<file path="config.mk">
export PLATFORM = sky130hd
export DESIGN_NAME = vmem_lsc_flat
export DESIGN_NICKNAME = d
export VERILOG_FILES = /design/src/vmem_pkg.sv /design/src/vmem_lsc_if.sv /design/src/vmem_ram_if.sv /design/src/vmem_lsc.sv /design/src/flat_wrapper.sv
export SDC_FILE = /design/constraint.sdc
export NUM_CORES = 1
export LEC_CHECK = 0
export BUFFER_PORTS_ARGS = -buffer_cell sky130_fd_sc_hd__clkbuf_2
export CORE_AREA = 2 2 69 71
export CTS_BUF_LIST = sky130_fd_sc_hd__clkbuf_4 sky130_fd_sc_hd__clkbuf_8 sky130_fd_sc_hd__clkbuf_16
export DETAILED_ROUTE_END_ITERATION = 8
export DIE_AREA = 0 0 71 73
export GPL_ROUTABILITY_DRIVEN = 0
export PLACE_DENSITY = 0.78
export SLEW_MARGIN = 40
export SYNTH_ARGS = -nofsm -noshare
export SYNTH_HDL_FRONTEND = slang
export SYNTH_SLANG_ARGS = --single-unit
</file>
<file path="constraint.sdc">
create_clock -name CLK -period 3 [get_ports CLK]
set_input_delay 0.9 -clock CLK [delete_from_list [all_inputs] [get_ports CLK]]
set_output_delay 0.9 -clock CLK [all_outputs]
set_load 0.005 [all_outputs]
</file>
<file path="src/vmem_pkg.sv">
// Shared types and constants for the vector memory access unit
// Referenced by scoped name from the interfaces and RTL modules

package vmem_pkg;

    // Lanes per vector memory micro-op
    localparam int NUM_LANES = 4;

    // Data and address word of the scalar core
    typedef logic [31:0] word_t;

    // Index of the lane being accessed
    typedef logic [$clog2(NUM_LANES)-1:0] lane_t;

    // Element width of the vector access
    typedef enum logic [1:0] {
        SEW8  = 2'd0,
        SEW16 = 2'd1,
        SEW32 = 2'd2
    } sew_t;

    // Width of one scalar access, loads are zero extended
    typedef enum logic [1:0] {
        LB = 2'd0,
        LH = 2'd1,
        LW = 2'd2
    } load_type_t;

endpackage

</file>
<file path="src/vmem_lsc_if.sv">
// One scalar lane access between the serializer, the load/store controller
// and the load collector. Strobes are held until a one-cycle ready pulse

`timescale 1ns/100ps

interface vmem_lsc_if;

    // Request side, driven by the serializer
    logic                   ren;
    logic                   wen;
    vmem_pkg::word_t        addr;
    vmem_pkg::word_t        store_data;
    vmem_pkg::load_type_t   load_type;
    vmem_pkg::lane_t        lane;

    // Response side, driven by the controller
    logic                   ready;
    vmem_pkg::word_t        load_data;
    logic                   load_valid;  // Pulses with ready on loads

    modport serial (
        output ren, wen, addr, store_data, load_type, lane,
        input  ready
    );

    modport lsc (
        input  ren, wen, addr, store_data, load_type,
        output ready, load_data, load_valid
    );

    modport collect (
        input lane, load_data, load_valid
    );

endinterface

</file>
<file path="src/vmem_ram_if.sv">
// Word-wide port between the load/store controller and the data RAM

`timescale 1ns/100ps

interface vmem_ram_if #(
    parameter int RAM_WORDS = 256
);

    logic [$clog2(RAM_WORDS)-1:0] word_addr;
    vmem_pkg::word_t              wdata;
    logic [3:0]                   be;     // One enable per byte lane
    logic                         we;
    vmem_pkg::word_t              rdata;  // Registered, one cycle after word_addr

    modport ctrl (
        output word_addr, wdata, be, we,
        input  rdata
    );

    modport ram (
        input  word_addr, wdata, be, we,
        output rdata
    );

endinterface

</file>
<file path="src/vmem_lsc.sv">
// Load/store controller for single lane accesses
// Waits MEM_LATENCY cycles per request, then pulses ready. Loads need
// MEM_LATENCY of 2 or more so the registered RAM read is back in time

`timescale 1ns/100ps

module vmem_lsc #(
    parameter int MEM_LATENCY = 2,
    parameter int RAM_WORDS   = 256
) (
    input  logic       CLK,
    input  logic       nRST,
    vmem_lsc_if.lsc    lsc,
    vmem_ram_if.ctrl   ram
);

    localparam int ADDR_BITS = $clog2(RAM_WORDS);
    localparam int CNT_BITS  = (MEM_LATENCY > 1) ? $clog2(MEM_LATENCY) : 1;
    localparam logic [CNT_BITS-1:0] LAST_CNT = CNT_BITS'(MEM_LATENCY - 1);

    logic [CNT_BITS-1:0] cnt;
    logic                req;
    logic                ready;
    logic [4:0]          shamt;      // Byte offset in bits
    vmem_pkg::word_t     rd_shifted;

    assign req   = lsc.ren | lsc.wen;
    assign ready = req & (cnt == LAST_CNT);
    assign shamt = {lsc.addr[1:0], 3'b000};

    // Latency counter, restarts for every request
    always_ff @(posedge CLK or negedge nRST) begin
        if (~nRST) begin
            cnt <= '0;
        end else if (req && !ready) begin
            cnt <= cnt + 1'b1;
        end else begin
            cnt <= '0;
        end
    end

    assign lsc.ready      = ready;
    assign lsc.load_valid = lsc.ren & ready;

    // Store path, the write lands in the ready cycle
    assign ram.word_addr = lsc.addr[ADDR_BITS+1:2];
    assign ram.wdata     = lsc.store_data << shamt;  // Byte enables drop the excess
    assign ram.we        = lsc.wen & ready;

    always_comb begin
        case (lsc.load_type)
            vmem_pkg::LB: ram.be = 4'b0001 << lsc.addr[1:0];
            vmem_pkg::LH: ram.be = 4'b0011 << {lsc.addr[1], 1'b0};
            default:      ram.be = 4'b1111;
        endcase
    end

    // Load path, shift the element down and zero extend
    assign rd_shifted = ram.rdata >> shamt;

    always_comb begin
        case (lsc.load_type)
            vmem_pkg::LB: lsc.load_data = {24'b0, rd_shifted[7:0]};
            vmem_pkg::LH: lsc.load_data = {16'b0, rd_shifted[15:0]};
            default:      lsc.load_data = rd_shifted;
        endcase
    end

endmodule

</file>
<file path="src/flat_wrapper.sv">
// flat-port wrapper written by rule: the top's interface ports become plain ports
module vmem_lsc_flat 
#(
    parameter int MEM_LATENCY = 2,
    parameter int RAM_WORDS   = 256
)
  (CLK, nRST, lsc_ren, lsc_wen, lsc_addr, lsc_store_data, lsc_load_type, lsc_ready, lsc_load_data, lsc_load_valid, ram_word_addr, ram_wdata, ram_be, ram_we, ram_rdata);
  vmem_lsc_if lsc_i ();
  vmem_ram_if #(.RAM_WORDS(RAM_WORDS)) ram_i ();
  input  logic CLK;
  input  logic nRST;
  input wire logic [$bits(lsc_i.ren)-1:0] lsc_ren;
  input wire logic [$bits(lsc_i.wen)-1:0] lsc_wen;
  input wire logic [$bits(lsc_i.addr)-1:0] lsc_addr;
  input wire logic [$bits(lsc_i.store_data)-1:0] lsc_store_data;
  input wire logic [$bits(lsc_i.load_type)-1:0] lsc_load_type;
  output wire logic [$bits(lsc_i.ready)-1:0] lsc_ready;
  output wire logic [$bits(lsc_i.load_data)-1:0] lsc_load_data;
  output wire logic [$bits(lsc_i.load_valid)-1:0] lsc_load_valid;
  output wire logic [$bits(ram_i.word_addr)-1:0] ram_word_addr;
  output wire logic [$bits(ram_i.wdata)-1:0] ram_wdata;
  output wire logic [$bits(ram_i.be)-1:0] ram_be;
  output wire logic [$bits(ram_i.we)-1:0] ram_we;
  input wire logic [$bits(ram_i.rdata)-1:0] ram_rdata;
  assign lsc_i.ren = lsc_ren;
  assign lsc_i.wen = lsc_wen;
  assign lsc_i.addr = lsc_addr;
  assign lsc_i.store_data = lsc_store_data;
  assign lsc_i.load_type = lsc_load_type;
  assign lsc_ready = lsc_i.ready;
  assign lsc_load_data = lsc_i.load_data;
  assign lsc_load_valid = lsc_i.load_valid;
  assign ram_word_addr = ram_i.word_addr;
  assign ram_wdata = ram_i.wdata;
  assign ram_be = ram_i.be;
  assign ram_we = ram_i.we;
  assign ram_i.rdata = ram_rdata;
  vmem_lsc #(.MEM_LATENCY(MEM_LATENCY), .RAM_WORDS(RAM_WORDS)) u_core (.CLK(CLK), .nRST(nRST), .lsc(lsc_i), .ram(ram_i));
endmodule
</file>
# ---- After elaboration in Yosys (flattened, before gate mapping)
# Index checks and enable logic that the tools add are counted.
dict set report totals {
  output_inout_bits 79
  register_bits 1
  wordCells 17
}
dict set report op_classes {
  bitwise_logic 4
  n_reduce_logical 3
  n_eq_ne 1
  addsub 1
  n_mux 3
  n_shift 4
}
# operator n
set op_table {}
lappend op_table {{case mux 32 bit (2 select lines)} 1}
lappend op_table {{left shift 32 x 5 -> 32 bit} 1}
lappend op_table {{>> shifter 32 x 5 -> 32 bit} 1}
lappend op_table {{case mux 4 bit (2 select lines)} 1}
lappend op_table {{left shift 1 x 2 -> 4 bit (first input constant)} 1}
lappend op_table {{left shift 2 x 2 -> 4 bit (first input constant)} 1}
lappend op_table {{AND 1 bit} 3}
lappend op_table {{== test 2 x 1 -> 1 bit (second input constant)} 1}
lappend op_table {{zero test 2 bit} 1}
lappend op_table {{adder 1 bit (second input constant)} 1}
lappend op_table {{logical AND 1 bit} 1}
lappend op_table {{zero test 1 bit} 1}
lappend op_table {{two-way mux 1 bit} 1}
lappend op_table {{bitwise OR 1 bit} 1}

# ---- Logic depth before layout (Yosys ltp)
dict set report logic_depth {
  ltp_word 5
  depth_mapped 5
  ltp_nobuf 3
}

# ---- Worst setup path before layout
# No wires, ideal clock.
dict set report synth_path {
  path_type {input-to-output}
  startpoint {input port lsc_addr[1]}
  endpoint {output port lsc_load_data[25]}
  cell_stages 4
  path_slack_ns 0.486
  arrival_time_ns 1.614
  required_time_ns 2.100
  path_cell_list {buf_2 -> nor2_1 -> clkbuf_2 -> and3_1}
}
dict set report synth_between {
  elab_chain_len 2
}
# item line
set synth_rtl {}
lappend synth_rtl {{start: declaration} flat_wrapper.sv:14} ;# input wire logic [$bits(lsc_i.addr)-1:0] lsc_addr;
lappend synth_rtl {{>> shifter 32 x 5 -> 32 bit} vmem_lsc.sv:59} ;# assign rd_shifted = ram.rdata >> shamt;
lappend synth_rtl {{case mux 32 bit (2 select lines)} vmem_lsc.sv:62} ;# case (lsc.load_type)
lappend synth_rtl {{end: declaration} flat_wrapper.sv:18} ;# output wire logic [$bits(lsc_i.load_data)-1:0] lsc_load_data;
# No other way between the ends.

# ---- Worst setup path after layout
dict set report layout_path {
  startpoint {input port lsc_addr[0]}
  endpoint {output port lsc_load_data[15]}
}
# The elaborated chain is that of the path after synthesis.

==> impl_metrics.json <==
{
  "antenna_left": 0,
  "p_leak_nw": 1.15,
  "clock.fmax_mhz": 348,
  "drc": 0,
  "vias": 1876,
  "clk_pin_slew_ns": 0,
  "ir_drop_uv": 93.4,
  "top_register": "u_core.cnt",
  "grt.total_usage_pct": 16.5,
  "initial_core_util_pct": 28.6,
  "relSlewSlack_pct": 61.6,
  "multi_input_area_mm2": 0.00107,
  "cts_setup_buffers": 0,
  "io_pins": 181,
  "synthCells": 195,
  "ys_ff_latch": 1,
  "layout-drive-gt1-share_pct": 50.2,
  "syn-cell-area_mm2": 0.00130,
  "setup_viol": 0,
  "worst-path-max-fanout": 35,
  "wire_per_inst_um": 12.5,
  "hp-class": "register to register",
  "num_antenna_cells": 0,
  "final_max_slew_viol_count": 0,
  "synth_nets": 297,
  "nFillCells": 492,
  "drt_first_pass_iters": 4,
  "overflow": 0,
  "dieHeight_um": 73,
  "fin_total_pwr_uw": 305,
  "grt_antenna_before_repair": 0,
  "dieWidth_um": 71,
  "synth_top_family_by_area": "simple AND/OR/NAND/NOR gates",
  "reg.largest.list": "u_core.cnt: 1 flops",
  "drt-initial-drc-count": 45,
  "hold_viol": 0,
  "grt_pass1_wl_mm": 7.22,
  "utilization_pct": 44.4,
  "synth_compound_area_share_pct": 24.7,
  "synth_mux_area_share_pct": 24.6,
  "setup_tns_ns": 0,
  "criticalPathCategory": "input port to output port",
  "avgSynthCellArea_um2": 6.66,
  "grt_max_degree": 36,
  "pwr-share-seq_pct": 5.4,
  "cts_hold_buffers": 0,
  "coreArea_mm2": 0.00454,
  "synth_cell_type_count": 24,
  "combPwrFrac_pct": 94.6,
  "largest_reg_flops": 1,
  "ctsResizeCount": 0,
  "synth-edff-count": 0,
  "swShare_pct": 46.2,
  "arrival_ns": 1.97,
  "worstSkewPairLatency_ns": 0,
  "dieArea_mm2": 0.00518,
  "synthAdderAreaFrac_pct": 0,
  "p_switching_uw": 141,
  "worst_clock_skew_ns": 0,
  "start_kind": "input port",
  "internal_power_uw": 164,
  "fin_crit_ns": 2.87,
  "register_area_um2": 25.0,
  "required_ns": 2.10,
  "fin_nets": 429,
  "mostFrequentLayoutCells": "clkbuf_2 (141), mux2i_1 (24), a21oi_1 (23)",
  "pwr_density_cell_mw_per_mm2": 152,
  "rsz0062_at_grt": "no",
  "synth_ff_type": "dfrtp_1",
  "synthSimpleGateAreaFrac_pct": 33.5,
  "yosysSeqAreaShare_pct": 1.93,
  "portBuffers": 142,
  "syn_to_final_growth_pct": 54.9,
  "yosys.area_share.xor_xnor_pct": 0,
  "pwr-share-clk_pct": 0,
  "max_cap_violations": 0,
  "routed_wl_mm": 4.73,
  "status": "completed",
  "async_reset_ff_share_pct": 100,
  "end_kind": "output port",
  "ys_warn_count": 0,
  "final_common_cell": "clkbuf_2",
  "grt_pass1_vias": 1611,
  "avgViaCountPerCell": 4.95,
  "min_period_over_period_pct": 95.7,
  "num_rows": 25,
  "tightestPinTransition_ns": 0.573,
  "dpl.hpwl_mm": 4.04
}
-- worst max-delay path, cell delays in order --
cell and delay, ns:
buf_2 0.21, buf_12 0.23, mux2_2 0.35, nand2_1 0.07, a21oi_1 0.06, clkbuf_2 0.14
-- worst paths after layout --
kind                             startpoint                end  slack (ns)  cells past startpoint
worst max-delay path            lsc_addr[0]  lsc_load_data[15]        0.13                      6
worst min-delay path             u_core.cnt         u_core.cnt        0.45                      1
worst max register to register   u_core.cnt         u_core.cnt        2.45                      1
worst min register to register   u_core.cnt         u_core.cnt        0.45                      1
max in group asynchronous              nRST         u_core.cnt        2.23                      1
min in group asynchronous              nRST         u_core.cnt        0.68                      1
-- final cells by class --
cell class	instances	share of cell area [%]
flip-flops and latches	1	1.24
repair buffers	156	41.8
inverters	1	0.187
multi-input cells	167	53.4
well taps	54	3.36
-- power by group through the flow --
stage / Clock [mW] / Combinational (mW) / Sequential (mW)
finish: 0 / 0.288 / 0.0166
detailed placement: 0 / 0.290 / 0.0166
global route: 0 / 0.322 / 0.0168
global placement: 0 / 0.284 / 0.0164
CTS: 0 / 0.291 / 0.0166
floorplan: 0 / 0.158 / 0.0162
-- kinds of logic after synthesis --
| logic type | Yosys count |
|---|---|
| and+or+nand+nor | 83 |
| buffers and inverters | 27 |
| DFF | 1 |
| AOI/OAI and AO/OA | 53 |
| muxes | 31 |
-- per-layer routing --
| metal | wire, um | vias up | GRT usage [%] |
|---|---|---|---|
| met5 | 0 | - | 0 |
| met4 | 89 | 0 | 2.73 |
| met3 | 336 | 10 | 2.35 |
| met2 | 2430 | 77 | 31.7 |
| met1 | 1870 | 831 | 19.6 |
| li1 | - | 958 | - |
-- synth_stat cells, types with 4 or more instances --
master    count  area (um^2)
o21ai_0       8         40.0
nor2b_1      19          119
a21oi_1      23          115
mux2_2        7         78.8
mux2i_1      24          240
clkbuf_1      5         18.8
buf_4        10         75.1
and3_1        8         50.1
nand3b_1      7         52.6
buf_2         4         20.0
a211oi_1     18          135
and2_1       10         62.6
nor2_1       21         78.8
nand2_1      16         60.1
-- per-stage QoR --
step	instances	hold WS (ns)	area [um^2]	setup slack, ns
after floorplan	195	0.425	1300	0.486
after global placement	379	0.444	2010	0.124
after detailed placement	379	0.458	2010	0.122
after CTS	379	0.458	2010	0.118
after global routing	379	0.480	2010	0.0525
final	379	0.454	2010	0.130
No activity file was read; power rests on OpenSTA's default activity.
