$ cat config.mk
export PLATFORM = sky130hd
export DESIGN_NAME = vmem_serializer_flat
export DESIGN_NICKNAME = d
export VERILOG_FILES = /design/src/vmem_pkg.sv /design/src/vmem_lsc_if.sv /design/src/vmem_serializer.sv /design/src/flat_wrapper.sv
export SDC_FILE = /design/constraint.sdc
export NUM_CORES = 1
export LEC_CHECK = 0
export ABC_AREA = 1
export BUFFER_PORTS_ARGS = -buffer_cell sky130_fd_sc_hd__buf_4
export CAP_MARGIN = 20
export CORE_ASPECT_RATIO = 1.1
export CORE_MARGIN = 10
export CORE_UTILIZATION = 33
export CTS_BUF_LIST = sky130_fd_sc_hd__clkbuf_16
export DETAILED_ROUTE_END_ITERATION = 12
export GPL_TIMING_DRIVEN = 0
export PLACE_DENSITY_LB_ADDON = 0.3
export SYNTH_ARGS = -nofsm -noshare
export SYNTH_HDL_FRONTEND = slang
export SYNTH_SLANG_ARGS = --single-unit
$ cat constraint.sdc
create_clock -name CLK -period 9.5 [get_ports CLK]
set_input_delay 0.475 -clock CLK [delete_from_list [all_inputs] [get_ports CLK]]
set_output_delay 0.475 -clock CLK [all_outputs]
set_load 0.01 [all_outputs]
$ cat src/vmem_pkg.sv
// Shared types and constants for the vector memory access unit
// Referenced by scoped name from the interfaces and RTL modules

package vmem_pkg;

    // Lanes per vector memory micro-op
    localparam int NUM_LANES = 4;

    // Data and address word of the scalar core
    typedef logic [31:0] word_t;

    // Index of the lane being accessed
    typedef logic [$clog2(NUM_LANES)-1:0] lane_t;

    // Element width of the vector access
    typedef enum logic [1:0] {
        SEW8  = 2'd0,
        SEW16 = 2'd1,
        SEW32 = 2'd2
    } sew_t;

    // Width of one scalar access, loads are zero extended
    typedef enum logic [1:0] {
        LB = 2'd0,
        LH = 2'd1,
        LW = 2'd2
    } load_type_t;

endpackage

$ cat src/vmem_lsc_if.sv
// One scalar lane access between the serializer, the load/store controller
// and the load collector. Strobes are held until a one-cycle ready pulse

`timescale 1ns/100ps

interface vmem_lsc_if;

    // Request side, driven by the serializer
    logic                   ren;
    logic                   wen;
    vmem_pkg::word_t        addr;
    vmem_pkg::word_t        store_data;
    vmem_pkg::load_type_t   load_type;
    vmem_pkg::lane_t        lane;

    // Response side, driven by the controller
    logic                   ready;
    vmem_pkg::word_t        load_data;
    logic                   load_valid;  // Pulses with ready on loads

    modport serial (
        output ren, wen, addr, store_data, load_type, lane,
        input  ready
    );

    modport lsc (
        input  ren, wen, addr, store_data, load_type,
        output ready, load_data, load_valid
    );

    modport collect (
        input lane, load_data, load_valid
    );

endinterface

$ cat src/vmem_serializer.sv
// Splits one vector memory micro-op into single lane accesses
// Walks lanes 0 to 3, skipping masked lanes in one cycle each

`timescale 1ns/100ps

module vmem_serializer #(
    parameter int UOP_BITS = 2
) (
    input  logic                  CLK,
    input  logic                  nRST,
    input  logic                  vindexed,
    input  vmem_pkg::sew_t        veew,
    input  logic [UOP_BITS-1:0]   vuop_num,
    input  vmem_pkg::word_t       base,
    input  vmem_pkg::word_t       stride,
    input  vmem_pkg::word_t       vlane_addr [vmem_pkg::NUM_LANES],
    input  logic [vmem_pkg::NUM_LANES-1:0] vlane_mask,
    input  vmem_pkg::word_t       vlane_store_data [vmem_pkg::NUM_LANES],
    input  logic                  vmemren,
    input  logic                  vmemwen,
    vmem_lsc_if.serial            lsc,
    output logic                  stall
);

    typedef enum logic [1:0] { VL0, VL1, VL2, VL3 } lane_state_t;

    lane_state_t          state, next_state;
    vmem_pkg::word_t      run_addr, next_run_addr;
    vmem_pkg::word_t      stride_addr;
    vmem_pkg::lane_t      cur_lane;
    vmem_pkg::load_type_t load_type;
    logic                 req;
    logic                 lane_active;
    logic                 advance;

    assign cur_lane    = vmem_pkg::lane_t'(state);
    assign req         = vmemren | vmemwen;
    assign lane_active = vlane_mask[cur_lane];
    assign advance     = req & (lsc.ready | ~lane_active);  // Masked lane moves on at once

    // First lane of a new instruction starts from the base
    assign stride_addr = (state == VL0 && vuop_num == '0) ? base : run_addr;

    always_ff @(posedge CLK or negedge nRST) begin
        if (~nRST) begin
            state    <= VL0;
            run_addr <= '0;
        end else begin
            state    <= next_state;
            run_addr <= next_run_addr;
        end
    end

    always_comb begin
        next_state    = VL0;
        next_run_addr = run_addr;
        stall         = 1'b0;
        if (req) begin
            stall      = 1'b1;
            next_state = state;
            if (advance) begin
                next_run_addr = stride_addr + stride;
                next_state    = lane_state_t'(state + 2'd1);  // VL3 wraps to VL0
                if (state == VL3) begin
                    stall = 1'b0;                             // Micro-op done this cycle
                end
            end
        end
    end

    // Element width to scalar access width
    always_comb begin
        case (veew)
            vmem_pkg::SEW8:  load_type = vmem_pkg::LB;
            vmem_pkg::SEW16: load_type = vmem_pkg::LH;
            default:         load_type = vmem_pkg::LW;
        endcase
    end

    assign lsc.ren        = vmemren & lane_active;
    assign lsc.wen        = vmemwen & lane_active;
    assign lsc.addr       = vindexed ? vlane_addr[cur_lane] : stride_addr;
    assign lsc.store_data = vlane_store_data[cur_lane];
    assign lsc.load_type  = load_type;
    assign lsc.lane       = cur_lane;

endmodule

$ cat src/flat_wrapper.sv
// flat-port wrapper written by rule: the top's interface ports become plain ports
module vmem_serializer_flat 
#(
    parameter int UOP_BITS = 2
)
  (CLK, nRST, vindexed, veew, vuop_num, base, stride, vlane_addr, vlane_mask, vlane_store_data, vmemren, vmemwen, stall, lsc_ren, lsc_wen, lsc_addr, lsc_store_data, lsc_load_type, lsc_lane, lsc_ready);
  vmem_lsc_if lsc_i ();
  input  logic CLK;
  input  logic nRST;
  input  logic vindexed;
  input  vmem_pkg::sew_t veew;
  input  logic [UOP_BITS-1:0] vuop_num;
  input  vmem_pkg::word_t base;
  input  vmem_pkg::word_t stride;
  input  vmem_pkg::word_t vlane_addr[vmem_pkg::NUM_LANES];
  input  logic [vmem_pkg::NUM_LANES-1:0] vlane_mask;
  input  vmem_pkg::word_t vlane_store_data[vmem_pkg::NUM_LANES];
  input  logic vmemren;
  input  logic vmemwen;
  output logic stall;
  output wire logic [$bits(lsc_i.ren)-1:0] lsc_ren;
  output wire logic [$bits(lsc_i.wen)-1:0] lsc_wen;
  output wire logic [$bits(lsc_i.addr)-1:0] lsc_addr;
  output wire logic [$bits(lsc_i.store_data)-1:0] lsc_store_data;
  output wire logic [$bits(lsc_i.load_type)-1:0] lsc_load_type;
  output wire logic [$bits(lsc_i.lane)-1:0] lsc_lane;
  input wire logic [$bits(lsc_i.ready)-1:0] lsc_ready;
  assign lsc_ren = lsc_i.ren;
  assign lsc_wen = lsc_i.wen;
  assign lsc_addr = lsc_i.addr;
  assign lsc_store_data = lsc_i.store_data;
  assign lsc_load_type = lsc_i.load_type;
  assign lsc_lane = lsc_i.lane;
  assign lsc_i.ready = lsc_ready;
  vmem_serializer #(.UOP_BITS(UOP_BITS)) u_core (.CLK(CLK), .nRST(nRST), .vindexed(vindexed), .veew(veew), .vuop_num(vuop_num), .base(base), .stride(stride), .vlane_addr(vlane_addr), .vlane_mask(vlane_mask), .vlane_store_data(vlane_store_data), .vmemren(vmemren), .vmemwen(vmemwen), .lsc(lsc_i), .stall(stall));
endmodule
# --- After elaboration in Yosys (flattened, before gate mapping) ---
# Index checks and enable logic that the tools add are counted.
word_totals:
  reg_bits: 34
  input_bits: 334
  output_inout_bits: 71
classes:
  add_sub_neg: 2
  magnitude_cmp: 2
  eq_ne: 3
  n_mux: 16
  n_bitwise: 7
  n_reduce_logical: 5
ops:
  columns: ["cell", "n"]
  rows:
  - ["$mux W32", 6]
  - ["$bmux W32 S2", 2]
  - ["$add A32 B32 Y32", 1]
  - ["$logic_not A2 Y1", 3]
  - ["$mux W1", 4]
  - ["$mux W2", 2]
  - ["$pmux W2 S2", 1]
  - ["$and A1 B1 Y1", 3]
  - ["$ge A3 B3 Y1 const B", 1]
  - ["$lt A2 B3 Y1 const B", 1]
  - ["$not A2 Y3", 1]
  - ["$add A2 B1 Y2 const B", 1]
  - ["$bmux W1 S2", 1]
  - ["$eq A2 B1 Y1 const B", 1]
  - ["$eq A2 B2 Y1 const B", 1]
  - ["$ne A2 B2 Y1 const B", 1]
  - ["$or A1 B1 Y1", 2]
  - ["$reduce_and A2 Y1", 1]
  - ["$logic_and A1 B1 Y1", 1]
  - ["$not A1 Y1", 1]

# --- Depth between registers and ports, before layout ---
depth:
  depth_word: 7
  mapped_depth: 21

# --- Least setup slack after synthesis ---
# OpenSTA, ideal clock, no wires.
synth_path:
  path_kind: "flip-flop to flip-flop"
  start: "register u_core.state[0] (netlist: u_core.lsc.lane[0])"
  end: "register u_core.run_addr[28]"
  setup_ps: 117
  arrival_time_ps: 3208
  t_required_ps: 9383
  slack_ps: 6175
  path_stages_with_launch: 22
  path_buffers: 4
  cell_sequence: "dfrtp_1 > inv_2 > buf_2 > buf_1 > ha_1 > buf_2 > nand2_4 > buf_6 > mux2_2 > ha_1 > inv_1 > fa_1 > inv_1 > nand3_1 > nand3_1 > nand3_1 > nand3_1 > nand2_1 > nand2_1 > nand2_1 > nand3_1 > nand2_1"
synth_between:
  elab_chain_len: 6
synth_lines:
  columns: ["item", "line_no", "source"]
  rows:
  - ["start, declared", "vmem_serializer.sv:27", "lane_state_t state, next_state;"]
  - ["start signal, assigned", "vmem_serializer.sv:49", "state <= next_state;"]
  - ["parallel branches: the longest is 6 deep, another holds $add A32 B32 Y32", null, null]
  - ["end signal, assigned", "vmem_serializer.sv:50", "run_addr <= next_run_addr;"]
  - ["end, declared", "vmem_serializer.sv:28", "vmem_pkg::word_t run_addr, next_run_addr;"]
# Several ways; the timed one is not identified. The select of a mux whose other input is x is not followed.
# A chain may end at the register's enable or synchronous reset.

# --- Final worst setup path ---
layout_path:
  start: "register u_core.state[0] (netlist: u_core.lsc.lane[0])"
  end: "register u_core.run_addr[30]"
# The elaborated chain is that of the path after synthesis.

==> metrics.csv <==
stage,metric,value,unit
status,outcome,"finished, final reports clean",
routing,drt_first_pass_iters,6,
sta,finClkSkew,10.09,ps
floorplanning,die_area,25010,µm²
routing,routed_via_density,5.102,
placement,place_hpwl,33820,µm
floorplanning,initial_core_util,33.83,%
clocking,ctsRootBufferMaster,clkbuf_16,
sta,setup_viol,0,
floorplanning,core-area,18610,µm²
sta,min_period,4224,ps
synthesis,yosysTopAreaCell,nand2_1,
placement,io_buffer_count,403,
synthesis,synth-seq-area-share,13.52,%
synthesis,synth_top_flop_cell,dfrtp_1,
synthesis,syn_avg_cell_area,5.427,µm²
power_and_ir_drop,leakage,5.346,nW
floorplanning,rows,52,
floorplanning,die_height,164.9,µm
layout,layout_commonest_cell,buf_4,
synthesis,synth_top_area_share,17.89,%
synthesis,synth_edf_count,0,
sta,relSlewSlack,49.68,%
grt,grt_pass1_wl,54880,µm
synthesis,synthCells,1160,
clocking,post_cts_buffers,0,
sta,drv_slew,0,
setup_path,critPathLaunchType,flop,
synthesis,yosysUniqueCellTypes,31,
sta,fin_setup_tns,0,ps
layout,most-common-layout-cells,"buf_4 (404), nand2_1 (300), nor2_1 (265), o21ai_0 (133), inv_1 (118)",
grt,antenna_found_initial,4,
sta,rsz0062_at_grt,false,
clocking,clock_path_buffers,2,
setup_path,crit_path_start,u_core.lsc.lane[0],
synthesis,synth_nets,1532,
power_and_ir_drop,power_density,293.2,nW/µm²
routing,post_drt_wl_per_cell,21.38,µm
clocking,clk_transition_reported_paths,60,ps
sta,finalCritPeriodShare,44.46,%
sta,worstMarginPinSlew,754.8,ps
floorplanning,die_w,151.7,µm
setup_path,cp_data_arrival_time,4400,ps
layout,drive_gt1_share,30.17,%
layout,post-route-util,52.51,%
setup_path,rr_startpoint,u_core.lsc.lane[0],
layout,area_delta_synth_final,55.24,%
setup_path,cp.required,9680,ps
grt,grt_max_degree,35,
synthesis,ys_warn_count,0,
job,cap_viol_max_count,0,
clocking,postCtsResizedCells,0,
grt,grt_pass1_vias,9139,
layout,final_nets,1942,
routing,drc,0,
power_and_ir_drop,vdd_drop_max,0.1415,mV
synthesis,synthArstFlopShare,100.0,%
routing,drtIter0Drc,702,
sta,timing.fmax,0.2367,GHz
floorplanning,io_pins,405,
clocking,worstSkewPairLatency,290,ps
clocking,cts.sinks,34,
clocking,cts_max_level,2,
setup_path,critPathKind,flop to flop,
hold_path,hold_path.class,primary input to async pin,
clocking,cts_buffers,5,
routing,ant_nets,0,
synthesis,ys_seq_elements,34,
setup_path,crit_path_end_kind,flop,
routing,wl,38870,µm
routing,num_vias,9276,
grt,track_usage,29.17,%
sta,hold_viol,0,
clocking,cts_tree,yes,
clocking,holdBufCountCts,0,
synthesis,synth_area_leaders,"nand2_1 (18%), nor2_1 (16%), dfrtp_1 (14%), o21ai_0 (11%), ha_1 (7.4%)",
synthesis,synth_area,6295,µm²
grt,overflow,0,
placement,gp_congestion,1.001,
setup_path,worstPathMaxFanout,10,
-- critical path, cell delays in order (launching register included) --
cell,delay [ps]
dfrtp_1,490
inv_2,150
buf_2,220
buf_1,430
ha_1,270
buf_2,250
nand2_4,150
buf_6,190
mux2_2,330
ha_1,380
nand2_1,110
nor2_1,330
and2_1,180
nand2_1,50
nand2_1,200
nand2_1,110
nand2_1,70
nand2_1,40
nand3_1,90
nand2_1,60
-- kinds of logic after synthesis --
kind of cell               share of synthesized area [%]
and+or+nand+nor                                    39.65
AOI/OAI and AO/OA                                  21.13
buffers and inverters                              11.87
adders and majority gates                          7.672
DFF                                                13.52
muxes                                              3.936
xor gates and xnor gates                           2.226
-- cell type report --
class	instances	area [µm²]
Multi-Input combinational cell	946	4697
Buffer	60	294.0
Inverter	120	452.9
Fill cell	2046	8836
Tap cell	243	304.0
Antenna cell	4	10.01
Clock buffer	5	125.1
Clock inverter	3	12.51
Timing Repair Buffer	403	3025
Sequential cell	34	850.8
-- sequential cells by signal, summed over array words and instances (netlist names) --
name,cells
u_core.lsc.lane,2
u_core.run_addr,32
-- through the flow --
stage                     power, mW  std cells  cell area (µm²)  hold slack (ps)  worst slack, ps
after floorplan               1.747       1160             6295            179.4             6175
after global placement        2.647       1806             9624            457.0             5301
after detailed placement      2.665       1806             9624            465.5             5320
after CTS                     2.842       1814             9762            165.9             5291
after global routing          3.127       1814             9762            181.3             4935
final                         2.865       1818             9772            150.6             5276
-- cells in the mapped netlist (16+ instances only) --
master    instances
nand3_1          52
clkbuf_1         30
ha_1             37
a21oi_1          21
mux2_2           22
o21ai_0         133
nand2_1         300
inv_1           117
dfrtp_1          34
nor2_1          265
buf_2            16
o22ai_1          34
a31oi_1          30
-- worst paths after layout --
kind | end | slack, ps | depth (start not counted)
setup / recovery | u_core.run_addr[30] | 5280 | 19
max in group asynchronous | u_core.run_addr[25] | 9010 | 1
hold / removal | u_core.run_addr[3] | 150 | 1
hold reg to reg | u_core.run_addr[31] | 480 | 2
setup reg to reg | u_core.run_addr[30] | 5280 | 19
min in group CLK | u_core.run_addr[31] | 480 | 2
-- layer usage --
metal,routed length [µm],track usage [%],up-vias
met1,14680,34.27,4222
met2,19330,50.69,416
met3,3681,7.747,68
met5,30,0,-
met4,1150,8.413,6
li1,-,-,4564
-- where the power goes --
| group | total [mW] | switching [mW] | internal, mW |
|---|---|---|---|
| logic | 2.42 | 1.50 | 0.927 |
| clock network | 0.168 | 0.0728 | 0.0952 |
| registers | 0.273 | 0.0495 | 0.223 |
Note: power is estimated with default switching activity, not from simulation.
