<file path="src/vmem_pkg.sv">
// Shared types and constants for the vector memory access unit
// Referenced by scoped name from the interfaces and RTL modules

package vmem_pkg;

    // Lanes per vector memory micro-op
    localparam int NUM_LANES = 4;

    // Data and address word of the scalar core
    typedef logic [31:0] word_t;

    // Index of the lane being accessed
    typedef logic [$clog2(NUM_LANES)-1:0] lane_t;

    // Element width of the vector access
    typedef enum logic [1:0] {
        SEW8  = 2'd0,
        SEW16 = 2'd1,
        SEW32 = 2'd2
    } sew_t;

    // Width of one scalar access, loads are zero extended
    typedef enum logic [1:0] {
        LB = 2'd0,
        LH = 2'd1,
        LW = 2'd2
    } load_type_t;

endpackage

</file>
<file path="src/vmem_lsc_if.sv">
// One scalar lane access between the serializer, the load/store controller
// and the load collector. Strobes are held until a one-cycle ready pulse

`timescale 1ns/100ps

interface vmem_lsc_if;

    // Request side, driven by the serializer
    logic                   ren;
    logic                   wen;
    vmem_pkg::word_t        addr;
    vmem_pkg::word_t        store_data;
    vmem_pkg::load_type_t   load_type;
    vmem_pkg::lane_t        lane;

    // Response side, driven by the controller
    logic                   ready;
    vmem_pkg::word_t        load_data;
    logic                   load_valid;  // Pulses with ready on loads

    modport serial (
        output ren, wen, addr, store_data, load_type, lane,
        input  ready
    );

    modport lsc (
        input  ren, wen, addr, store_data, load_type,
        output ready, load_data, load_valid
    );

    modport collect (
        input lane, load_data, load_valid
    );

endinterface

</file>
<file path="src/vmem_load_collect.sv">
// Lane result registers for vector loads
// Each returned element is written to the register of its lane

`timescale 1ns/100ps

module vmem_load_collect (
    input  logic            CLK,
    input  logic            nRST,
    vmem_lsc_if.collect     lsc,
    output vmem_pkg::word_t vlane_load_data [vmem_pkg::NUM_LANES]
);

    // Masked lanes see no load_valid and keep their value
    always_ff @(posedge CLK or negedge nRST) begin
        if (~nRST) begin
            for (int i = 0; i < vmem_pkg::NUM_LANES; i++) begin
                vlane_load_data[i] <= '0;
            end
        end else if (lsc.load_valid) begin
            vlane_load_data[lsc.lane] <= lsc.load_data;
        end
    end

endmodule

</file>
<file path="src/flat_wrapper.sv">
// flat-port wrapper written by rule: the top's interface ports become plain ports
module vmem_load_collect_flat 
  (CLK, nRST, vlane_load_data, lsc_lane, lsc_load_data, lsc_load_valid);
  vmem_lsc_if lsc_i ();
  input  logic CLK;
  input  logic nRST;
  output vmem_pkg::word_t vlane_load_data[vmem_pkg::NUM_LANES];
  input wire logic [$bits(lsc_i.lane)-1:0] lsc_lane;
  input wire logic [$bits(lsc_i.load_data)-1:0] lsc_load_data;
  input wire logic [$bits(lsc_i.load_valid)-1:0] lsc_load_valid;
  assign lsc_i.lane = lsc_lane;
  assign lsc_i.load_data = lsc_load_data;
  assign lsc_i.load_valid = lsc_load_valid;
  vmem_load_collect u_core (.CLK(CLK), .nRST(nRST), .lsc(lsc_i), .vlane_load_data(vlane_load_data));
endmodule
</file>
<file path="config.mk">
export PLATFORM = sky130hd
export DESIGN_NAME = vmem_load_collect_flat
export DESIGN_NICKNAME = d
export VERILOG_FILES = /design/src/vmem_pkg.sv /design/src/vmem_lsc_if.sv /design/src/vmem_load_collect.sv /design/src/flat_wrapper.sv
export SDC_FILE = /design/constraint.sdc
export NUM_CORES = 1
export LEC_CHECK = 0
export BUFFER_PORTS_ARGS = -buffer_cell sky130_fd_sc_hd__buf_4
export CAP_MARGIN = 20
export CORE_MARGIN = 2
export CORE_UTILIZATION = 49
export CTS_CLUSTER_DIAMETER = 50
export DETAILED_ROUTE_END_ITERATION = 6
export PLACE_DENSITY = 0.75
export SLEW_MARGIN = 20
export SYNTH_ARGS = -nofsm -noshare
export SYNTH_HDL_FRONTEND = slang
export SYNTH_SLANG_ARGS = --single-unit
</file>
<file path="constraint.sdc">
create_clock -name CLK -period 1 [get_ports CLK]
set_clock_uncertainty 0.15 [all_clocks]
set_input_delay 0.2 -clock CLK [delete_from_list [all_inputs] [get_ports CLK]]
set_output_delay 0.2 -clock CLK [all_outputs]
set_load 0.01 [all_outputs]
</file>
Word-level counts from Yosys, hierarchy flattened
Cells that the tools add are included. Widths: inputs -> output; s select.

Register bits: 128. Input bits: 37. Output and inout port bits: 128. Word-level logic and storage cells: 11.

Order comparisons: 2. Muxes and demuxes: 3. Bitwise gates (word level): 1. Reduce and logical (&&, ||, !) cells: 1.

Operators with widths (count): $bwmux 128 (1); $demux 32 s2 (1); $mux 32 (1); $ge 3x3->1 const B (1); $lt 3x1->1 const B (1); $not 2->3 (1); $logic_and 1x1->1 (1).

Depth between registers and ports, before layout
Gate-level depths: netlist (run 1).

Depth after elaboration: 6. Gate-level depth with buffers: 3. Mapped depth without buffers: 2.

Worst setup path before layout (run 1)
Ideal clock, no wire load.

Path kind: input-to-reg. From: input lsc_lane[0]. To: register u_core.vlane_load_data[102] (netlist bit). Setup time: 125 ps. Arrival time: 1035 ps. Required time: 725 ps. Path slack: -309 ps. Stages on the path: 3. Buffers on the path: 1. Path through: nor3b_2 buf_4 mux2_2.

Word-level cells in the longest chain between the ends: 6. Elaborated cells on any way between the ends: 7. Classes of those cells: order compare (2); mux (3); bitwise (1); reduce/logical (1).

Ends and longest elaborated chain: start, declared (RTL line flat_wrapper.sv:8) `input wire logic [$bits(lsc_i.lane)-1:0] lsc_lane;`; $not 2->3 (implied by the code) * (RTL line vmem_load_collect.sv:20) `vlane_load_data[lsc.lane] <= lsc.load_data;`; $ge 3x3->1 (implied by the code) or $lt 3x1->1 (tied branches) (RTL line vmem_load_collect.sv:20); $logic_and 1x1->1 (implied by the code) (RTL line vmem_load_collect.sv:20); $mux 32 (implied by the code) (RTL line vmem_load_collect.sv:20); $demux 32 s2 * (RTL line vmem_load_collect.sv:20); $bwmux 128 * (RTL line vmem_load_collect.sv:20); end signal, assigned by index (RTL line vmem_load_collect.sv:20); end, declared (RTL line vmem_load_collect.sv:10) `output vmem_pkg::word_t vlane_load_data [vmem_pkg::NUM_LANES]`.

Mark *: on every way between the ends. The rest lies on a longest branch, timed or not. A chain may end at the register's enable or synchronous reset.

Worst setup path after layout (run 1)
From: register u_core.vlane_load_data[101] (netlist bit). To: output vlane_load_data[101] (netlist bit).

RTL lines: end, declared (RTL line flat_wrapper.sv:7) `output vmem_pkg::word_t vlane_load_data[vmem_pkg::NUM_LANES];`.

No word-level cell between the ends.

==> results.py, run 1 <==
metrics = {
    "synth": {
        "syn_nets": 309,
        "synth_area_per_cell_sq_um": 17.4,
        "synth-seq-cells": 128,
        "syn-cell-area_sq_um": 4740,
        "syn_inst": 272,
        "ys_seq_area_share_pct": 67.5,
        "synth_cell_type_count": 8,
        "yosysWarnings": 0,
    },
    "clock_network": {
        "cts.path.max_buffers": 2,
        "clk_latency_ns": 0.50,
        "clockRootBuffer": "clkbuf_8",
        "cts.htree.levels": 4,
        "postCtsHoldBufs": 33,
        "numClockSinks": 128,
        "tritoncts": "built",
        "cts_buffers": 17,
        "clkTransAtPathRegs_ns": 0.06,
    },
    "worst_setup_path": {
        "critical_path_class": "reg -> out",
        "path_buf_inv": 1,
        "required_ns": 0.65,
        "cp_top_family": "flip-flops",
        "crit_path_start_kind": "flip-flop",
        "cp-end-kind": "output pin",
        "crit_slowest_cell": "dfrtp_1",
        "critical_path.max_stage_delay_ns": 0.42,
        "critPathMaxFanout": 2,
        "cp.arrival_ns": 1.06,
        "crit_chain": "buf_6",
    },
    "global_route": {
        "grt.total_usage_pct": 26.7,
        "grt_max_degree": 48,
        "grt_pass1_wl_mm": 20.4,
        "antenna_found_initial": 0,
        "overflow": 0,
        "first_global_vias": 3771,
    },
    "place": {
        "gp_congestion": 0.824,
        "dpl.hpwl_mm": 7.54,
        "post-place-ws_ns": -0.469,
        "port-buffer-count": 164,
    },
    "routing": {
        "drtAntennaViolNets": 0,
        "routed-wl-met3_microns": 785,
        "routedWlPerCell_microns": 21.2,
        "drc": 0,
        "drt-initial-drc-count": 104,
        "met2_wirelength_mm": 7.69,
        "drt_wl_total_mm": 14.4,
        "drt-vias-per-instance": 5.08,
        "dr.pass1.iters": 6,
        "wl_met1_mm": 5.55,
        "top_layer": "met4",
        "dr_total_vias": 3446,
    },
    "floorplanning": {
        "start_util_pct": 50.9,
        "num_rows": 35,
        "die_area_sq_um": 10500,
        "core_area_sq_um": 9330,
        "die_y_microns": 102,
        "die_w_microns": 102,
        "io_pins": 165,
    },
    "sta": {
        "finalSetupViolations": 175,
        "relSlewSlack_pct": 81.8,
        "fin_crit_ns": 1.41,
        "fin_ws_ns": -0.410,
        "max_freq_ghz": 0.709,
        "slew_violations": 0,
        "whs_ns": -0.0362,
        "hold_violations": 6,
        "rsz0062_at_grt": "true",
        "max_slew.worst_pin.slew_ns": 0.273,
        "period_share_pct": 141,
    },
    "status": {
        "violations": "hold timing, setup timing",
        "status": "complete, but fails checks",
    },
    "pwr": {
        "power.total_mw": 18.4,
        "peakVddDrop_mv": 1.41,
        "p_leak_nw": 4.01,
        "powerDensity_nw_per_um2": 2220,
    },
    "layout": {
        "num-fill-cells": 375,
        "largest_reg_flops": 128,
        "area_growth_pct": 74.7,
        "finish.utilization_pct": 88.8,
        "reg_top3": "u_core.vlane_load_data: 128 flops",
        "diodes": 0,
        "drive_gt1_share_pct": 69.8,
        "final_nets": 574,
        "regMostFlops": "u_core.vlane_load_data",
    },
    "job": {
        "maxCapViolCount": 0,
    },
    "hold_path": {
        "hp-class": "in -> async",
    },
}
-- Yosys cell counts (all sizes together) --
cell type | count | area share, %
nand3b | 2 | 0.32
nand3 | 1 | 0.11
mux2 | 128 | 30
nor3b | 1 | 0.26
dfrtp | 128 | 68
buf | 12 | 1.4
-- path summary, 6_finish.rpt --
check | start | depth (start not counted) | end | slack [ns]
worst max-delay path | u_core.vlane_load_data[101]$_DFFE_PN0P_ | 1 | vlane_load_data[101] | -0.41
worst min-delay path | nRST | 2 | u_core.vlane_load_data[39]$_DFFE_PN0P_ | -0.04
worst max register to register | u_core.vlane_load_data[112]$_DFFE_PN0P_ | 3 | u_core.vlane_load_data[112]$_DFFE_PN0P_ | -0.17
worst min register to register | u_core.vlane_load_data[127]$_DFFE_PN0P_ | 1 | u_core.vlane_load_data[127]$_DFFE_PN0P_ | 0.38
max in group asynchronous | nRST | 3 | u_core.vlane_load_data[126]$_DFFE_PN0P_ | 0.23
min in group CLK | lsc_lane[1] | 4 | u_core.vlane_load_data[98]$_DFFE_PN0P_ | 0.13
-- kinds of logic after synthesis --
kind of cell | count (synthesis) | synth area share [%]
mux | 128 | 30.4
flops | 128 | 67.5
buf+inv | 12 | 1.42
simple gates | 4 | 0.685
-- placed cells by master (no fill, tap or decap) --
master           n
mux2_1           1
clkbuf_16       16
buf_6          150
clkbuf_8         1
dlygate4sd3_1   33
clkinv_2         1
buf_4           68
mux2_4          47
dfrtp_1        128
nand3b_1         2
clkinvlp_4       3
clkbuf_1         2
nand3_4          1
bufinv_16        3
inv_6            2
mux2_2          80
buf_12           7
nor3b_4          1
clkinv_4         3
-- metrics by stage --
stage / cell area, sq um / cells / hold WS (ns) / TNS [ns]
detailed placement: 6390 / 566 / -0.0971 / -48.68
floorplan: 4940 / 272 / -0.246 / -20.17
global route: 8290 / 678 / -0.0340 / -56.33
CTS: 8020 / 659 / -0.0892 / -50.85
global placement: 6390 / 566 / -0.0948 / -47.96
finish: 8290 / 678 / -0.0362 / -50.09
-- final cells by class --
| cell class | count | area [sq um] | area share [%] |
|---|---|---|---|
| Clock inverter | 12 | 161 | 1.95 |
| Timing Repair Buffer | 258 | 2670 | 32.2 |
| Sequential cell | 128 | 3200 | 38.7 |
| Clock buffer | 19 | 422 | 5.09 |
| Multi-Input combinational cell | 132 | 1670 | 20.1 |
| Tap cell | 129 | 161 | 1.95 |
-- where the power goes --
part           internal, mW  switching, mW  total, mW
clock                  3.81           2.28       6.08
sequential             6.18          0.838       7.01
combinational          3.49           1.78       5.27
-- worst reg2reg max path: cells and delay by family (launching register included) --
kind / cells / cell delay [ns]
multiplexers: 1 / 0.25
buffers and inverters: 2 / 0.26
flip-flops: 1 / 0.40
-- metal layers --
metal,vias up,track usage (%)
li1,1498,-
met1,1781,30.9
met2,137,46.7
met3,30,7.46
met4,0,11.3
met5,-,0
-- repair_timing --
action / 4_1_cts / 5_1_grt
buffers inserted: 29 / 30
hold endpoints to repair: 256 / 6
setup endpoints to repair: 128 / 157
resized for setup: 135 / 32
Power figures use the tool's default switching activity.
==> run 2: changes to the inputs <==
--- a/config.mk
+++ b/config.mk
@@ -8,10 +8,10 @@
 export BUFFER_PORTS_ARGS = -buffer_cell sky130_fd_sc_hd__buf_4
 export CAP_MARGIN = 20
 export CORE_MARGIN = 2
-export CORE_UTILIZATION = 49
+export CORE_UTILIZATION = 40
 export CTS_CLUSTER_DIAMETER = 50
 export DETAILED_ROUTE_END_ITERATION = 6
-export PLACE_DENSITY = 0.75
+export PLACE_DENSITY = 0.62
 export SLEW_MARGIN = 20
 export SYNTH_ARGS = -nofsm -noshare
 export SYNTH_HDL_FRONTEND = slang
==> run 2 against run 1 <==
- the flow finishes with violations (DRC, setup timing)
- core utilization is 15 points lower
- final cell count is 0.74% lower
- global-route usage is 5.7 points lower
- combinational power hardly changed
- die area is 22% higher
- via count is 4.1% lower
- count of clock-buffer cells in the layout is 9 higher
- final area is 2.4% higher
- flip-flop and latch count stayed put
- critical path type unchanged
==> results.py, run 2 (synthesized netlist as in run 1, its figures left out) <==
metrics = {
    "worst_setup_path": {
        "timing.rr.start": "u_core.vlane_load_data[108]$_DFFE_PN0P_",
        "cp.arrival_ns": 0.96,
        "critical_path_cell_count": 1,
        "crit_chain": "buf_6",
        "critical_path_class": "reg -> out",
        "cp_top_family": "flip-flops",
        "crit_slowest_cell": "dfrtp_1",
        "path_buf_inv": 1,
        "rr_worst_depth": 2,
        "critical_path.max_stage_delay_ns": 0.41,
        "worstSetupStartpoint": "u_core.vlane_load_data[76]$_DFFE_PN0P_",
        "r2r-end": "u_core.vlane_load_data[108]$_DFFE_PN0P_",
        "cp-end-kind": "output pin",
        "critPathMaxFanout": 2,
        "crit_path_start_kind": "flip-flop",
        "r2r_slack_ns": -0.07,
        "required_ns": 0.65,
    },
    "routing": {
        "drt_wl_total_mm": 14.1,
        "drtAntennaViolNets": 0,
        "drc": 12,
        "dr_total_vias": 3304,
        "drt-initial-drc-count": 161,
        "routedWlPerCell_microns": 21.0,
        "drt-vias-per-instance": 4.91,
        "dr.pass1.iters": 6,
    },
    "sta": {
        "period_share_pct": 131,
        "rsz0062_at_grt": "true",
        "relSlewSlack_pct": 84.9,
        "max_slew.worst_pin.slew_ns": 0.227,
        "fin_ws_ns": -0.308,
        "max_freq_ghz": 0.764,
        "slew_violations": 0,
        "setup_tns_ns": -39.43,
        "hold_violations": 0,
        "fin_crit_ns": 1.31,
        "finalSetupViolations": 211,
    },
    "place": {
        "dpl.hpwl_mm": 7.50,
        "post-place-ws_ns": -0.458,
        "gp_congestion": 0.734,
        "port-buffer-count": 164,
    },
    "floorplanning": {
        "num_rows": 39,
        "die_w_microns": 113,
        "start_util_pct": 41.2,
        "io_pins": 165,
        "die_y_microns": 113,
        "core_area_sq_um": 11500,
        "die_area_sq_um": 12700,
    },
    "layout": {
        "reg_top3": "u_core.vlane_load_data: 128 flops",
        "regMostFlops": "u_core.vlane_load_data",
        "area_growth_pct": 78.8,
        "final_common_cell": "buf_6",
        "drive_gt1_share_pct": 68.7,
        "final_nets": 554,
        "diodes": 0,
        "most-common-layout-cells": "155 x buf_6, 128 x dfrtp_1, 90 x mux2_4",
        "largest_reg_flops": 128,
    },
    "clock_network": {
        "clkTransAtPathRegs_ns": 0.05,
        "cts_buffers": 17,
        "tritoncts": "built",
        "cts.path.max_buffers": 2,
        "numClockSinks": 128,
        "cts.htree.levels": 4,
        "clockRootBuffer": "clkbuf_16",
        "clk_latency_ns": 0.40,
    },
    "global_route": {
        "grt.total_usage_pct": 21.0,
        "first_global_vias": 3584,
        "grt_max_degree": 41,
        "overflow": 0,
        "grt_pass1_wl_mm": 20.2,
        "antenna_found_initial": 0,
    },
    "hold_path": {
        "hp-class": "in -> async",
    },
    "job": {
        "maxCapViolCount": 0,
    },
    "pwr": {
        "clkPwrFrac_pct": 33.0,
        "p_leak_nw": 4.17,
        "peakVddDrop_mv": 1.93,
        "combPwrFrac_pct": 28.8,
        "internal_power_mw": 13.7,
        "powerDensity_nw_per_um2": 2160,
        "switching_share_pct": 25.1,
        "p_sw_mw": 4.60,
        "pwr-share-seq_pct": 38.2,
    },
    "status": {
        "violations": "DRC, setup timing",
        "status": "complete, but fails checks",
    },
}
## run 2: changes by cell type in the layout (fill, tap and decap cells not counted), sizes merged
cell | previous run | this run
buf | 225 | 201
clkbuf | 19 | 32
clkinvlp | 3 | 0
bufinv | 3 | 1
inv | 2 | 0
clkinv | 4 | 3
## run 2: stage by stage
stage / instances / instance area (sq um) / hold WS [ns] / utilization (%) / power (mW)
2_1_floorplan: 272 / 4940 / -0.246 / - / 8.34
3_3_place_gp: 580 / 6420 / -0.0797 / 55.7 / 10.5
3_5_place_dp: 580 / 6420 / -0.0749 / 55.7 / 10.5
4_1_cts: 669 / 8210 / 0.0278 / 71.3 / 17.9
5_1_grt: 673 / 8480 / 0.0504 / 73.7 / 19.0
6_report: 673 / 8480 / 0.0464 / 73.7 / 18.3
## run 2: area by class of cell
cell class / count / area [sq um]
well taps: 143 / 179
clock buffers: 28 / 547
clock inverters: 4 / 45.0
repair buffers: 238 / 2680
multi-input cells: 132 / 1830
fillers: 717 / 3030
flip-flops and latches: 128 / 3200
## run 2: layer usage
layer	wire length (microns)	vias to the layer above	track usage, %
li1	-	1456	-
met1	5780	1727	25.1
met2	7270	109	34.9
met3	913	12	8.30
met4	167	0	7.07
met5	0	-	0
## run 2: worst max-delay path by stage
stage / slack (ns) / to
after CTS: -0.33 / vlane_load_data[5]
after floorplan: -0.26 / u_core.vlane_load_data[102]$_DFFE_PN0P_
after detailed placement: -0.46 / u_core.vlane_load_data[114]$_DFFE_PN0P_
after global placement: -0.44 / u_core.vlane_load_data[116]$_DFFE_PN0P_
after global routing: -0.35 / vlane_load_data[76]
final: -0.31 / vlane_load_data[76]
## run 2: worst register-to-register path, cell delays in order (launching register included)
cell	delay [ns]
dfrtp_1	0.41
buf_4	0.15
mux2_4	0.26
## run 2: what timing repair did
| action | CTS | global route |
|---|---|---|
| endpoints found under the setup margin | 158 | 238 |
| gates cloned | 3 | 6 |
| endpoints found under the hold margin | 256 | 0 |
| gates resized for setup | 164 | 60 |
| pin swaps | 0 | 1 |
| hold buffers | 33 | 0 |
| setup buffers | 21 | 24 |
## run 2: power by group through the flow
| stage | clock network, mW | registers [mW] | logic, mW |
|---|---|---|---|
| final | 6.03 | 6.99 | 5.26 |
| after floorplan | 0 | 7.20 | 1.14 |
| after CTS | 6.14 | 6.92 | 4.81 |
| after detailed placement | 0 | 6.81 | 3.72 |
| after global routing | 6.39 | 7.08 | 5.55 |
| after global placement | 0 | 6.79 | 3.67 |
==> run 3: changes to the inputs <==
--- a/config.mk
+++ b/config.mk
@@ -11,6 +11,7 @@
 export CORE_UTILIZATION = 40
 export CTS_CLUSTER_DIAMETER = 50
 export DETAILED_ROUTE_END_ITERATION = 6
+export MAX_ROUTING_LAYER = met4
 export PLACE_DENSITY = 0.62
 export SLEW_MARGIN = 20
 export SYNTH_ARGS = -nofsm -noshare
==> constraint.sdc (replaced) <==
create_clock -name CLK -period 1 [get_ports CLK]
set_clock_uncertainty 0.15 [all_clocks]
set_input_delay 0.05 -clock CLK [delete_from_list [all_inputs] [get_ports CLK]]
set_output_delay 0.05 -clock CLK [all_outputs]
set_load 0.01 [all_outputs]
==> run 3 against run 2 <==
- the flow finishes with violations (DRC, hold timing, setup timing)
- global-route usage shrank 0.071 points
- via count shrank 2.6%
- die area is the same
- clock power grew 11%
- sequential power shrank 1%
- total power shrank 0.49%
- combinational power shrank 12%
- count of clock-buffer cells in the layout shrank 6
- critical path type unchanged
- critical endpoint is now vlane_load_data[109]
==> results.py, run 3 (synthesized netlist as in run 1, its figures left out) <==
metrics = {
    "floorplanning": {
        "io_pins": 165,
        "num_rows": 39,
        "start_util_pct": 41.2,
        "die_w_microns": 113,
        "die_y_microns": 113,
        "die_area_sq_um": 12700,
        "core_area_sq_um": 11500,
    },
    "status": {
        "status": "complete, but fails checks",
        "violations": "DRC, hold timing, setup timing",
    },
    "layout": {
        "regMostFlops": "u_core.vlane_load_data",
        "final_nets": 543,
        "reg_top3": "u_core.vlane_load_data: 128 flops",
        "largest_reg_flops": 128,
        "drive_gt1_share_pct": 68.4,
        "diodes": 0,
        "most-common-layout-cells": "136 x buf_6, 128 x dfrtp_1, 116 x mux2_2",
        "final_common_cell": "buf_6",
        "final_area_sq_um": 7940,
        "area_growth_pct": 67.4,
    },
    "worst_setup_path": {
        "critical_path_cell_count": 1,
        "crit_slowest_cell": "dfrtp_1",
        "required_ns": 0.80,
        "critical_path.max_stage_delay_ns": 0.41,
        "rr_worst_depth": 2,
        "cp_top_family": "flip-flops",
        "critPathMaxFanout": 2,
        "r2r-end": "u_core.vlane_load_data[75]$_DFFE_PN0P_",
        "crit_chain": "buf_6",
        "worstSetupStartpoint": "u_core.vlane_load_data[109]$_DFFE_PN0P_",
        "cp-end-kind": "output pin",
        "r2r_slack_ns": -0.07,
        "worstSetupEndpoint": "vlane_load_data[109]",
        "crit_path_start_kind": "flip-flop",
        "cp.arrival_ns": 0.96,
        "path_buf_inv": 1,
        "timing.rr.start": "u_core.vlane_load_data[75]$_DFFE_PN0P_",
        "critical_path_class": "reg -> out",
    },
    "sta": {
        "relSlewSlack_pct": 81.5,
        "max_freq_ghz": 0.865,
        "hold_violations": 13,
        "finalSetupViolations": 149,
        "setup_tns_ns": -17.54,
        "period_share_pct": 116,
        "whs_ns": -0.0963,
        "max_slew.worst_pin.slew_ns": 0.278,
        "slew_violations": 0,
        "fin_ws_ns": -0.156,
        "fin_crit_ns": 1.16,
        "rsz0062_at_grt": "true",
    },
    "pwr": {
        "powerDensity_nw_per_um2": 2290,
        "p_leak_nw": 3.71,
        "peakVddDrop_mv": 1.57,
        "power.total_mw": 18.2,
    },
    "global_route": {
        "grt_max_degree": 47,
        "grt_pass1_wl_mm": 19.5,
        "first_global_vias": 3563,
        "grt.total_usage_pct": 20.9,
        "overflow": 0,
        "antenna_found_initial": 0,
    },
    "clock_network": {
        "cts.htree.levels": 4,
        "clockRootBuffer": "clkbuf_16",
        "clk_latency_ns": 0.41,
        "cts_buffers": 17,
        "cts.path.max_buffers": 2,
        "tritoncts": "built",
        "clkTransAtPathRegs_ns": 0.06,
        "postCtsHoldBufs": 33,
        "numClockSinks": 128,
    },
    "place": {
        "port-buffer-count": 164,
        "gp_congestion": 0.746,
        "dpl.hpwl_mm": 7.57,
        "dpl_cell_area_sq_um": 6250,
    },
    "routing": {
        "drc": 12,
        "drt-vias-per-instance": 4.86,
        "drtAntennaViolNets": 0,
        "routedWlPerCell_microns": 18.7,
        "dr_total_vias": 3217,
        "dr.pass1.iters": 6,
        "drt-initial-drc-count": 98,
        "drt_wl_total_mm": 12.4,
    },
    "job": {
        "maxCapViolCount": 0,
    },
    "hold_path": {
        "hp-class": "in -> async",
    },
}
-- run 3: cell types whose count changed in the layout (fill, tap and decap cells not counted), moves of 4 or more --
cell	change
mux2_4	-79
mux2_2	+78
buf_6	-19
buf_4	+18
buf_12	-5
clkbuf_16	-4
-- run 3: how the worst min path moves through the flow --
stage	startpoint	endpoint
after global placement	nRST	u_core.vlane_load_data[7]$_DFFE_PN0P_
after floorplan	nRST	u_core.vlane_load_data[0]$_DFFE_PN0P_
after detailed placement	nRST	u_core.vlane_load_data[7]$_DFFE_PN0P_
after CTS	nRST	u_core.vlane_load_data[7]$_DFFE_PN0P_
final	nRST	u_core.vlane_load_data[7]$_DFFE_PN0P_
after global routing	nRST	u_core.vlane_load_data[7]$_DFFE_PN0P_
-- run 3: repair_timing --
| item | CTS | global route |
|---|---|---|
| endpoints found under the hold margin | 256 | 13 |
| endpoints found under the setup margin | 128 | 142 |
| buffers inserted | 14 | 7 |
| gates resized for setup | 136 | 11 |
-- run 3: layout make-up --
type / count / area, sq um
clock buffers: 22 / 494
clock inverters: 10 / 155
fillers: 776 / 3570
multi-input cells: 132 / 1530
flip-flops and latches: 128 / 3200
well taps: 143 / 179
repair buffers: 227 / 2380
-- run 3: through the flow --
stage	hold slack [ns]	utilization, %	setup WS (ns)	instances
finish	-0.0963	69.0	-0.156	662
global route	-0.0904	69.0	-0.187	662
CTS	-0.101	68.2	-0.171	655
detailed placement	-0.205	54.3	-0.339	576
global placement	-0.205	54.3	-0.301	576
floorplan	-0.396	-	-0.107	272
-- run 3: power by group --
group          switching, mW  leakage [nW]  internal (mW)
Sequential             0.736          1.51           6.18
Combinational           1.59          1.87           3.01
Clock                   2.19         0.318           4.48
Total                   4.52          3.71           13.7
-- run 3: layer usage --
metal	part of all wire, %	wire (microns)	global-route usage, %
met3	5.5	677	6.21
met4	2.4	303	9.11
met5	0	0	-
met1	40	4990	24.4
met2	52	6400	33.9
-- run 3: worst register-to-register path: stages, from the launching register on --
cell	delay [ns]
dfrtp_1	0.41
buf_4	0.14
mux2_4	0.25
